## config.mk

```make
export PLATFORM = sky130hd
export DESIGN_NAME = execution_unit
export DESIGN_NICKNAME = d
export VERILOG_FILES = /design/src/rtl/exec_pkg.sv /design/src/rtl/execution_unit.sv /design/src/rtl/mem_interface.sv /design/src/rtl/alu.sv /design/src/rtl/operand_mux.sv /design/src/rtl/register_file.sv /design/src/rtl/exec_sequencer.sv
export SDC_FILE = /design/constraint.sdc
export NUM_CORES = 1
export LEC_CHECK = 0
export BUFFER_PORTS_ARGS = -buffer_cell sky130_fd_sc_hd__buf_2
export CAP_MARGIN = 20
export CELL_PAD_IN_SITES_DETAIL_PLACEMENT = 1
export CELL_PAD_IN_SITES_GLOBAL_PLACEMENT = 1
export CORE_UTILIZATION = 45
export CTS_CLUSTER_SIZE = 30
export DETAILED_ROUTE_END_ITERATION = 16
export PLACE_DENSITY_LB_ADDON = 0.25
export SLEW_MARGIN = 10
export SYNTH_ARGS = -nofsm -noshare
export SYNTH_HDL_FRONTEND = slang
export SYNTH_HIERARCHICAL = 1
export SYNTH_SLANG_ARGS = --single-unit
```

## constraint.sdc

```tcl
create_clock -name mclk -period 19.1 [get_ports mclk]
set_input_delay 1.91 -clock mclk [delete_from_list [all_inputs] [get_ports mclk]]
set_output_delay 1.91 -clock mclk [all_outputs]
set_load 0.03 [all_outputs]
```

## src/rtl/exec_pkg.sv

```systemverilog
package exec_pkg;

  //======================================================================
  // Basic words
  //======================================================================
  typedef logic [15:0] data_t;                  // Data or address word
  typedef logic [3:0]  reg_idx_t;               // One of sixteen registers

  typedef enum logic [2:0] {
    ALU_MOV = 3'd0,                             // dst = src
    ALU_ADD = 3'd1,                             // dst = dst + src
    ALU_SUB = 3'd2,                             // dst = dst - src
    ALU_CMP = 3'd3,                             // Flags of dst - src only
    ALU_AND = 3'd4,                             // dst = dst & src
    ALU_BIS = 3'd5,                             // dst = dst | src
    ALU_XOR = 3'd6                              // dst = dst ^ src
  } alu_op_e;

  typedef enum logic [1:0] {
    AS_REG = 2'd0,                              // Rn
    AS_IDX = 2'd1,                              // x(Rn)
    AS_ABS = 2'd2,                              // &x
    AS_IMM = 2'd3                               // #x
  } src_mode_e;

  typedef enum logic [1:0] {
    AD_REG = 2'd0,                              // Rn
    AD_IDX = 2'd1,                              // x(Rn)
    AD_ABS = 2'd2                               // &x
  } dst_mode_e;

  typedef enum logic [2:0] {
    E_IDLE   = 3'd0,                            // Waiting for an instruction
    E_SRC_RD = 3'd1,                            // Source operand fetch
    E_DST_RD = 3'd2,                            // Destination operand fetch
    E_EXEC   = 3'd3,                            // ALU cycle
    E_DST_WR = 3'd4                             // Result write back to memory
  } exec_state_e;

  typedef struct packed {
    logic v;                                    // Signed overflow
    logic n;                                    // Negative
    logic z;                                    // Zero
    logic c;                                    // Carry
  } flags_t;

  typedef struct packed {
    alu_op_e   op;
    logic      bw;                              // Byte width
    src_mode_e as;
    dst_mode_e ad;
    reg_idx_t  src;
    reg_idx_t  dst;
    data_t     sext;                            // Source extension word
    data_t     dext;                            // Destination extension word
  } dec_inst_t;

  // One memory word, seen whole or by byte lane
  typedef union packed {
    data_t word;
    struct packed {
      logic [7:0] hi;
      logic [7:0] lo;
    } b;
  } mem_word_u;

  //======================================================================
  // Bus bundles
  //======================================================================
  typedef struct packed {
    logic       cyc;
    logic       stb;
    logic       we;
    logic [1:0] sel;                            // {hi lane, lo lane}
    data_t      adr;
    data_t      dat;
  } wb_req_t;

  typedef struct packed {
    data_t dat;
    logic  ack;
  } wb_rsp_t;

  typedef struct packed {
    logic req;                                  // Memory phase active
    logic we;                                   // Write phase
    logic phase;                                // 0 source, 1 destination
  } mem_ctl_t;

endpackage
```

## src/rtl/execution_unit.sv

```systemverilog
`timescale 1ns/1ps

module execution_unit import exec_pkg::*; (
  input  logic      mclk,
  input  logic      puc,
  input  dec_inst_t inst,
  input  logic      inst_valid,
  output logic      inst_ready,
  output wb_req_t   wb_req,
  input  wb_rsp_t   wb_rsp,
  input  reg_idx_t  dbg_reg_sel,
  output data_t     dbg_reg_data,
  output flags_t    flags
);

  exec_state_e state;
  dec_inst_t   cur;
  mem_ctl_t    mem_ctl;
  data_t       reg_src, reg_dst;
  data_t       src_buf, dst_buf;
  data_t       op_src, op_dst;
  data_t       alu_out, alu_add;
  flags_t      alu_flags, alu_flags_wr;
  logic        exec;
  logic        reg_wr;

  assign exec   = (state == E_EXEC);
  assign reg_wr = exec && (cur.ad == AD_REG) && (cur.op != ALU_CMP);  // CMP keeps dst

  exec_sequencer u_seq (.mclk, .puc, .inst, .inst_valid, .inst_ready,
                        .ack(wb_rsp.ack), .state, .cur, .mem_ctl);

  register_file u_rf (.mclk, .puc, .src_sel(cur.src), .dst_sel(cur.dst), .dbg_reg_sel,
                      .wr_en(reg_wr), .wr_data(alu_out), .bw(cur.bw),
                      .flags_wr(alu_flags_wr), .flags_in(alu_flags),
                      .reg_src, .reg_dst, .dbg_reg_data, .flags);

  operand_mux u_opmux (.state, .cur, .reg_src, .reg_dst, .src_buf, .dst_buf, .op_src, .op_dst);

  alu u_alu (.op_src, .op_dst, .cur, .exec, .alu_out, .alu_add, .flags_in(flags),
             .flags_out(alu_flags), .flags_wr(alu_flags_wr));

  mem_interface u_mem (.mclk, .puc, .mem_ctl, .bw(cur.bw), .alu_add, .alu_out, .exec,
                       .wb_req, .wb_rsp, .src_buf, .dst_buf);

endmodule

```

## src/rtl/mem_interface.sv

```systemverilog
`timescale 1ns/1ps

module mem_interface import exec_pkg::*; (
  input  logic     mclk,
  input  logic     puc,
  input  mem_ctl_t mem_ctl,
  input  logic     bw,
  input  data_t    alu_add,
  input  data_t    alu_out,
  input  logic     exec,
  output wb_req_t  wb_req,
  input  wb_rsp_t  wb_rsp,
  output data_t    src_buf,
  output data_t    dst_buf
);

  data_t     wdat_q;                            // Result held for DST_WR
  mem_word_u rd_raw;
  mem_word_u rd_fmt;
  logic      rd_ack;

  //======================================================================
  // Wishbone request
  //======================================================================
  assign wb_req.cyc = mem_ctl.req;
  assign wb_req.stb = mem_ctl.req;              // Single beat per phase
  assign wb_req.we  = mem_ctl.we;
  assign wb_req.adr = alu_add;
  assign wb_req.sel = !bw        ? 2'b11 :
                      alu_add[0] ? 2'b10 : 2'b01;  // Odd address is hi lane
  assign wb_req.dat = wdat_q;

  always_ff @(posedge mclk or posedge puc) begin
    if (puc) begin
      wdat_q <= '0;
    end else if (exec) begin
      wdat_q <= bw ? {2{alu_out[7:0]}} : alu_out;  // Byte on both lanes
    end
  end

  //======================================================================
  // Read data formatting and buffers
  //======================================================================
  assign rd_raw.word = wb_rsp.dat;

  always_comb begin
    rd_fmt = rd_raw;
    if (bw && alu_add[0]) begin
      rd_fmt.b.lo = rd_raw.b.hi;                // Odd byte down to lane 0
    end
  end

  assign rd_ack = mem_ctl.req && !mem_ctl.we && wb_rsp.ack;

  always_ff @(posedge mclk or posedge puc) begin
    if (puc) begin
      src_buf <= '0;
      dst_buf <= '0;
    end else if (rd_ack) begin
      if (mem_ctl.phase) dst_buf <= rd_fmt.word;
      else               src_buf <= rd_fmt.word;
    end
  end

  // Request fields hold through wait states
  a_req_stable: assert property (@(posedge mclk) disable iff (puc)
    (wb_req.stb && !wb_rsp.ack) |=>
      (wb_req.stb && $stable(wb_req.adr) && $stable(wb_req.we) &&
       $stable(wb_req.sel) && $stable(wb_req.dat)));

endmodule

```

## src/rtl/alu.sv

```systemverilog
`timescale 1ns/1ps

module alu import exec_pkg::*; (
  input  data_t     op_src,
  input  data_t     op_dst,
  input  dec_inst_t cur,
  input  logic      exec,
  output data_t     alu_out,
  output data_t     alu_add,
  input  flags_t    flags_in,
  output flags_t    flags_out,
  output flags_t    flags_wr
);

  logic        sub;
  data_t       add_b;
  logic [16:0] sum_w;
  logic [8:0]  sum_b;
  data_t       res_raw;
  data_t       res;
  logic        msb_src;
  logic        msb_dst;
  logic        msb_b;
  logic        msb_res;
  logic        arith;
  logic        logic_op;

  assign alu_add = op_src + op_dst;             // Address adder

  //======================================================================
  // Result path
  //======================================================================
  assign sub   = (cur.op == ALU_SUB) || (cur.op == ALU_CMP);
  assign add_b = sub ? ~op_src : op_src;        // dst + ~src + 1
  assign sum_w = {1'b0, op_dst} + {1'b0, add_b} + {16'h0000, sub};
  assign sum_b = {1'b0, op_dst[7:0]} + {1'b0, add_b[7:0]} + {8'h00, sub};

  always_comb begin
    case (cur.op)
      ALU_ADD, ALU_SUB, ALU_CMP: res_raw = sum_w[15:0];
      ALU_AND: res_raw = op_dst & op_src;
      ALU_BIS: res_raw = op_dst | op_src;
      ALU_XOR: res_raw = op_dst ^ op_src;
      default: res_raw = op_src;                // MOV
    endcase
  end

  assign res     = cur.bw ? {8'h00, res_raw[7:0]} : res_raw;
  assign alu_out = res;

  //======================================================================
  // Flags
  //======================================================================
  assign msb_src = cur.bw ? op_src[7] : op_src[15];
  assign msb_dst = cur.bw ? op_dst[7] : op_dst[15];
  assign msb_b   = cur.bw ? add_b[7]  : add_b[15];
  assign msb_res = cur.bw ? res[7]    : res[15];

  assign arith    = (cur.op == ALU_ADD) || sub;
  assign logic_op = (cur.op == ALU_AND) || (cur.op == ALU_XOR);

  always_comb begin
    flags_out   = flags_in;                     // MOV and BIS keep flags
    flags_out.n = msb_res;
    flags_out.z = (res == 16'h0000);            // High byte already cleared in .B
    if (arith) begin
      flags_out.c = cur.bw ? sum_b[8] : sum_w[16];
      flags_out.v = (msb_dst == msb_b) && (msb_res != msb_dst);
    end else if (logic_op) begin
      flags_out.c = (res != 16'h0000);
      flags_out.v = (cur.op == ALU_XOR) && msb_src && msb_dst;
    end
  end

  assign flags_wr = (exec && (arith || logic_op)) ? 4'b1111 : 4'b0000;

endmodule

```

## src/rtl/operand_mux.sv

```systemverilog
`timescale 1ns/1ps

module operand_mux import exec_pkg::*; (
  input  exec_state_e state,
  input  dec_inst_t   cur,
  input  data_t       reg_src,
  input  data_t       reg_dst,
  input  data_t       src_buf,
  input  data_t       dst_buf,
  output data_t       op_src,
  output data_t       op_dst
);

  logic src_in_mem;
  logic dst_in_mem;

  assign src_in_mem = (cur.as == AS_IDX) || (cur.as == AS_ABS);
  assign dst_in_mem = (cur.ad != AD_REG);

  always_comb begin
    op_src = '0;
    op_dst = '0;
    case (state)
      E_SRC_RD: begin                           // Address = base + sext
        op_src = (cur.as == AS_IDX) ? reg_src : '0;
        op_dst = cur.sext;
      end
      E_DST_RD, E_DST_WR: begin                 // Address = dext + base
        op_src = cur.dext;
        op_dst = (cur.ad == AD_IDX) ? reg_dst : '0;
      end
      E_EXEC: begin
        op_src = (cur.as == AS_IMM) ? cur.sext :
                 src_in_mem         ? src_buf  : reg_src;
        op_dst = dst_in_mem ? dst_buf : reg_dst;
      end
      default: begin
        op_src = '0;                            // Idle, adder unused
        op_dst = '0;
      end
    endcase
  end

endmodule

```

## src/rtl/register_file.sv

```systemverilog
`timescale 1ns/1ps

module register_file import exec_pkg::*; (
  input  logic     mclk,
  input  logic     puc,
  input  reg_idx_t src_sel,
  input  reg_idx_t dst_sel,
  input  reg_idx_t dbg_reg_sel,
  input  logic     wr_en,
  input  data_t    wr_data,
  input  logic     bw,
  input  flags_t   flags_wr,                    // Per-bit write mask
  input  flags_t   flags_in,
  output data_t    reg_src,
  output data_t    reg_dst,
  output data_t    dbg_reg_data,
  output flags_t   flags
);

  data_t  regs [16];
  data_t  wr_val;
  flags_t flags_nxt;

  //======================================================================
  // General registers
  //======================================================================
  assign wr_val = bw ? {8'h00, wr_data[7:0]} : wr_data;  // .B clears high byte

  always_ff @(posedge mclk or posedge puc) begin
    if (puc) begin
      for (int i = 0; i < 16; i++) begin
        regs[i] <= '0;
      end
    end else if (wr_en) begin
      regs[dst_sel] <= wr_val;                  // End of EXEC
    end
  end

  assign reg_src      = regs[src_sel];
  assign reg_dst      = regs[dst_sel];
  assign dbg_reg_data = regs[dbg_reg_sel];      // Debug peek, combinational

  //======================================================================
  // Status flags
  //======================================================================
  // Masked bits take the ALU value, others keep theirs
  assign flags_nxt = (flags & ~flags_wr) | (flags_in & flags_wr);

  always_ff @(posedge mclk or posedge puc) begin
    if (puc) begin
      flags <= '0;
    end else begin
      flags <= flags_nxt;
    end
  end

endmodule

```

## src/rtl/exec_sequencer.sv

```systemverilog
`timescale 1ns/1ps

module exec_sequencer import exec_pkg::*; (
  input  logic        mclk,
  input  logic        puc,
  input  dec_inst_t   inst,
  input  logic        inst_valid,
  output logic        inst_ready,
  input  logic        ack,
  output exec_state_e state,
  output dec_inst_t   cur,
  output mem_ctl_t    mem_ctl
);

  exec_state_e state_nxt;

  function automatic logic src_mem(input dec_inst_t i);
    return (i.as == AS_IDX) || (i.as == AS_ABS);  // Source lives in memory
  endfunction

  function automatic logic dst_mem(input dec_inst_t i);
    return i.ad != AD_REG;                      // Destination lives in memory
  endfunction

  assign inst_ready = (state == E_IDLE);

  //======================================================================
  // Phase selection
  //======================================================================
  always_comb begin
    state_nxt = state;
    case (state)
      E_IDLE:   if (inst_valid) state_nxt = src_mem(inst) ? E_SRC_RD :
                                            dst_mem(inst) ? E_DST_RD : E_EXEC;
      E_SRC_RD: if (ack) state_nxt = dst_mem(cur) ? E_DST_RD : E_EXEC;
      E_DST_RD: if (ack) state_nxt = E_EXEC;
      E_EXEC:   state_nxt = (dst_mem(cur) && (cur.op != ALU_CMP)) ? E_DST_WR : E_IDLE;
      E_DST_WR: if (ack) state_nxt = E_IDLE;
      default:  state_nxt = E_IDLE;             // Recover from illegal codes
    endcase
  end

  always_ff @(posedge mclk or posedge puc) begin
    if (puc) begin
      state <= E_IDLE;
      cur   <= '0;
    end else begin
      state <= state_nxt;
      if (inst_valid && inst_ready) cur <= inst;  // Capture at handshake
    end
  end

  assign mem_ctl.req   = (state == E_SRC_RD) || (state == E_DST_RD) || (state == E_DST_WR);
  assign mem_ctl.we    = (state == E_DST_WR);
  assign mem_ctl.phase = (state != E_SRC_RD);   // Steers read buffer load

  // Wait states hold the phase
  a_hold_until_ack: assert property (@(posedge mclk) disable iff (puc)
    (mem_ctl.req && !ack) |=> (state == $past(state)));

  // An accepted instruction always leaves IDLE
  a_ready_drops: assert property (@(posedge mclk) disable iff (puc)
    (inst_valid && inst_ready) |=> !inst_ready);

endmodule

```

## Yosys cells after proc, flatten, opt, wreduce, memory -nomap -nowiden

Cells that the tools add are included.

- Register bits after elaboration: 359
- Logic and storage cells: 155

- $add $sub $neg: 5
- $lt $le $gt $ge: 4
- Eq/ne operators: 24
- Multiplexer cells: 46
- Bitwise gates (word level): 12
- Reductions and logical operators: 32

Operators by type and width:

| operator | count |
|---|---|
| bitwise mux 256 bit | 1 |
| two-way mux 16 bit | 16 |
| binary-select mux 16 bit (select 4 bit) | 3 |
| one-hot mux 16 bit (3 select lines) | 2 |
| demux 16 bit (select 4 bit) | 1 |
| one-hot mux 16 bit (4 select lines) | 1 |
| two-way mux 3 bit | 6 |
| adder 16 x 16 -> 17 bit | 1 |
| adder 17 x 1 -> 17 bit | 1 |
| adder 16 bit | 1 |
| bitwise AND 16 bit | 1 |
| zero test 16 bit | 1 |
| inverter 16 bit | 1 |
| OR 16 bit | 1 |
| nonzero test 16 bit | 1 |
| XOR 16 bit | 1 |
| greater-or-equal comparator 5 bit (second input constant) | 3 |
| inverter 4 -> 5 bit | 3 |
| one-hot mux 3 bit (5 select lines) | 1 |
| == test 3 x 2 -> 1 bit (second input constant) | 4 |
| == test 3 bit (second input constant) | 4 |
| logical AND 1 bit | 12 |
| two-way mux 1 bit | 11 |
| adder 8 x 8 -> 9 bit | 1 |
| 26 further kinds | 45 |

## Depth between registers and ports, before layout

- Depth after elaboration: 19
- Depth in mapped cells: 23
- Depth with buffers taken out: 19

## Modules after synthesis

The synthesis kept the hierarchy.

Modules (own cells, without submodules):

| module | times used | cells an instance | area an instance (um2) | seq. area each (um2) |
|---|---|---|---|---|
| register_file | 1 | 1,003 | 15,537.4 | 6,506.2 |
| alu | 1 | 418 | 2,942.8 | 0.0 |
| exec_sequencer | 1 | 130 | 2,139.6 | 1,276.2 |
| mem_interface | 1 | 169 | 2,100.8 | 1,201.2 |
| operand_mux | 1 | 139 | 1,009.7 | 0.0 |
| execution_unit | 1 | 5 | 35.0 | 0.0 |

## Least setup slack after synthesis

No wires, ideal clock.

- Path kind: reg2out
- Start: reg, netlist name u_seq/cur[37]
- End: out wb_req[31] (netlist name)
- Arrival time: 4.384 ns
- Slack: 12.806 ns
- Cell stages (with the launch flop): 22
- Path buffers: 4
- Cells stage by stage: dfrtp_1 -> buf_2 -> buf_2 -> buf_2 -> mux4_2 -> a22oi_1 -> nand2_1 -> mux2i_1 -> o21ai_0 -> a221o_1 -> inv_1 -> ha_1 -> a21o_1 -> a21oi_1 -> o21a_1 -> o21ai_0 -> a2111oi_0 -> nor3_1 -> a211o_1 -> a21oi_1 -> xnor2_1 -> buf_4

- Word-level cells in the longest chain between the ends: 8
- Elaborated cells between the ends (all ways): 9

Ends and longest elaborated chain:

| item | line | RTL |
|---|---|---|
| inverter 4 -> 5 bit (not written as such) (*) | register_file.sv:39 | `assign reg_src = regs[src_sel];` |
| binary-select mux 16 bit (select 4 bit) (*) | register_file.sv:39 |  |
| two-way mux 16 bit (not written as such) (*) (2 in series) | register_file.sv:39 |  |
| net reg_src[1] | execution_unit.sv:19 | `data_t reg_src, reg_dst;` |
| two-way mux 16 bit | operand_mux.sv:34 | `src_in_mem ? src_buf : reg_src;` |
| two-way mux 16 bit | operand_mux.sv:33 | `op_src = (cur.as == AS_IMM) ? cur.sext :` |
| one-hot mux 16 bit (3 select lines) (*) | operand_mux.sv:23 | `case (state)` |
| net op_src[1] | execution_unit.sv:21 | `data_t op_src, op_dst;` |
| adder 16 bit (*) | alu.sv:28 | `assign alu_add = op_src + op_dst;` |
| end: declaration | execution_unit.sv:9 | `output wb_req_t wb_req,` |

Mark *: on every way through the listed nets, which the timed path passes. The rest lies on a longest branch. The select of a mux whose other input is x is not followed.

==> impl_metrics.yaml <==
pwr:
  leakagePower_nw: 12.0
  power_density_mw_per_mm2: 193
  peakVddDrop_v: 0.000118
  fin_total_pwr_w: 0.00506
placed_design:
  place_congestion: 0.883
  placed_cell_area_mm2: 0.0247
  port_buffers: 129
  dp_hpwl_um: 54400
floorplan:
  die_area_mm2: 0.0537
  num_rows: 83
  io_pins: 130
  initial_core_util: 0.460
  die_w_um: 232
  coreArea_mm2: 0.0517
  die_h_um: 232
run_status:
  status: "completed"
cts:
  post-cts-setup-buffers: 0
  clk_latency_ns: 0.59
  clkSinkCount: 359
  cts_hold_buf: 0
  cts_tree: "built"
  htree_levels: 2
  root_buffer: "clkbuf_16"
  clk_pin_slew_ns: 0.06
  cts_resized: 0
  numCtsBuffers: 42
  clockBufferDepth: 3
global_routing:
  antenna_found_initial: 4
  grt_pass1_wl_um: 123000
  grt_use_total: 0.312
  grt_pass1_vias: 18500
  grt_max_degree: 130
  grt_overflow: 0
final_layout:
  n_fill_cell: 5272
  fin_nets: 2044
  finish.instance_area_mm2: 0.0262
  drive_gt1_frac: 0.427
  areaGrowthSynthToFinish_pct: 10.4
route:
  vias: 17400
  drt_iter0_drc: 1482
  avgRoutedWirePerCell_um: 31.1
  drc: 0
  postRouteAntennaNets: 0
  vias_per_cell: 6.59
  wl_um: 81900
  drt_pass1_iterations: 5
critical_path:
  endpoint_kind: "output port"
  crit_family: "compound AO/OA/AOI/OAI gates"
  required_ns: 17.19
  slowest_delay_ns: 0.84
  arrival_ns: 6.11
  r2r_slack_ns: 12.23
  r2r_start: "u_seq/cur[36]"
  crit_path_cell_trace: "buf_4 > mux4_2 > a22oi_1 > nand2_1 > a221o_1 > inv_1 > ha_1 > a21o_1 > a21oi_1 > o21a_1 > o21ai_0 > a2111oi_0 > nor3_1 > a211o_1 > a21oi_1 > xnor2_1 > buf_2"
  crit_slowest_cell: "dfrtp_4"
  crit_path_frequent_cell: "a21oi_1"
  path_max_fanout: 40
  critPathKind: "reg2out"
  crit_path_start_kind: "flip-flop"
  cp.buffers_inverters: 3
  rr_endpoint: "u_rf/regs[158]"
  r2r_cells: 20
sta:
  hold_violations: 0
  totalNegativeSetupSlack_ns: 0
  min_period_over_period: 0.420
  period_needed_ns: 8.02
  setup_viol: 0
  fmax_ghz: 0.125
  relSlewSlack: 0.246
  drv_slew: 0
  tightest_slew_ns: 1.13
  fin_skew_ns: 0.0228
  rsz0062_at_grt: "no"
synth:
  async_flop_share: 1.00
  synth_nets: 1989
  synthTopCellsByArea: "dfrtp_1 (38%), mux4_2 (19%), mux2_2 (14%), a22oi_1 (3.2%), mux2_4 (2.8%)"
  synth_warnings: 6
  syn_avg_cell_area_um2: 12.7
  ys_ff_latch: 359
  synth_edf_count: 0
  synth_top_area_share: 0.378
  yosys.cell_types.count: 85
  synth_area_mm2: 0.0238
  synth-main-ff-cell: "dfrtp_1"
  yosysSeqAreaShare: 0.378
  synthCells: 1864
  synth_top_area_cell: "dfrtp_1"
min_path:
  whs_path_depth: 1
  worstHoldStart: "u_mem/wdat_q[7]"
  min_path_type: "reg2reg"
  holdPathEnd: "u_mem/wdat_q[7]"
flow_run:
  cap_violations: 0
[flip-flops by register name (all words and copies together) (netlist names), named ones only]
register,count
u_mem/dst_buf,16
u_mem/src_buf,16
u_mem/wdat_q,16
u_rf/regs,256
u_seq/cur,48
u_seq/state,3
[cell usage after synthesis (all sizes together), types with 24 or more instances]
cell / number
o21ai: 53
and3: 24
a221o: 32
a21oi: 41
nand2: 109
mux4: 198
mux2: 334
xnor2: 30
clkbuf: 53
and2: 26
inv: 64
mux2i: 42
dfrtp: 359
a22oi: 100
buf: 120
ha: 51
nor2: 62
[cell usage in the layout, fill, tap and decap left out, drive strengths merged, types with 4 or more instances in the layout]
cell type	Yosys	layout
dfrtp	359	359
mux2	334	334
mux4	198	198
buf	120	184
nand2	109	109
a22oi	100	100
inv	64	66
clkbuf	53	64
nor2	62	62
o21ai	53	53
ha	51	51
mux2i	42	42
a21oi	41	41
a221o	32	32
xnor2	30	30
and2	26	26
and3	24	24
nor3	15	15
nor2b	15	15
nand2b	13	13
o22ai	12	12
nand3	10	10
a211oi	6	6
or3	6	6
clkinv	0	5
bufinv	0	5
nor4	5	5
nor4b	5	5
a21o	4	4
o21bai	4	4
o211ai	4	4
a31oi	4	4
nand3b	4	4
o31ai	4	4
[final cells by class]
cell class | instances | area (um^2) | area share
inverter | 64 | 248 | 0.00944
multi-input combinational | 1268 | 13600 | 0.517
antenna | 1 | 2.50 | 0.0000954
timing repair buffer | 184 | 1070 | 0.0407
tap | 680 | 851 | 0.0324
clock buffer | 64 | 1280 | 0.0490
sequential | 359 | 9000 | 0.343
clock inverter | 13 | 211 | 0.00806
[where the power goes]
part	internal, W	switching (W)
combinational	0.00113	0.00173
clock	0.000533	0.000342
sequential	0.00100	0.000317
total	0.00267	0.00239
[metrics by stage]
stage	worst slack (ns)	utilization	hold slack (ns)	std cells
after floorplan	10.03	-	0.451	1864
final	11.08	0.507	0.508	2633
after global placement	11.87	0.477	0.488	2549
after global routing	10.70	0.507	0.528	2632
after detailed placement	11.76	0.478	0.494	2553
after CTS	11.13	0.507	0.508	2630
[cells by family (layout without fill, tap and decap cells)]
| family | Yosys count | in the layout | share of synthesized area |
|---|---|---|---|
| DFF | 359 | 359 | 0.378 |
| and+or+nand+nor | 309 | 309 | 0.0670 |
| muxes | 574 | 574 | 0.371 |
| xor gates and xnor gates | 33 | 33 | 0.0122 |
| other | 0 | 1 | 0 |
| adders and majority gates | 53 | 53 | 0.0285 |
| AOI/OAI and AO/OA | 299 | 299 | 0.0912 |
| buffers and inverters | 237 | 325 | 0.0525 |
[routing by layer]
| layer | global-route usage | wire length (um) |
|---|---|---|
| met5 | 0 | 41 |
| met3 | 0.0765 | 6750 |
| met4 | 0.169 | 4590 |
| met1 | 0.390 | 31600 |
| met2 | 0.496 | 38900 |
[worst max-delay path by stage]
stage                              from          to  slack, ns  depth (start not counted)
after global routing      u_seq/cur[36]  wb_req[29]      10.70                         17
after floorplan                     puc   async pin      10.03                          1
final                     u_seq/cur[33]  wb_req[31]      11.08                         17
after global placement    u_seq/cur[36]  wb_req[31]      11.87                         17
after detailed placement  u_seq/cur[36]  wb_req[29]      11.76                         17
after CTS                 u_seq/cur[36]  wb_req[29]      11.13                         17
(Power assumes the default switching activity.)
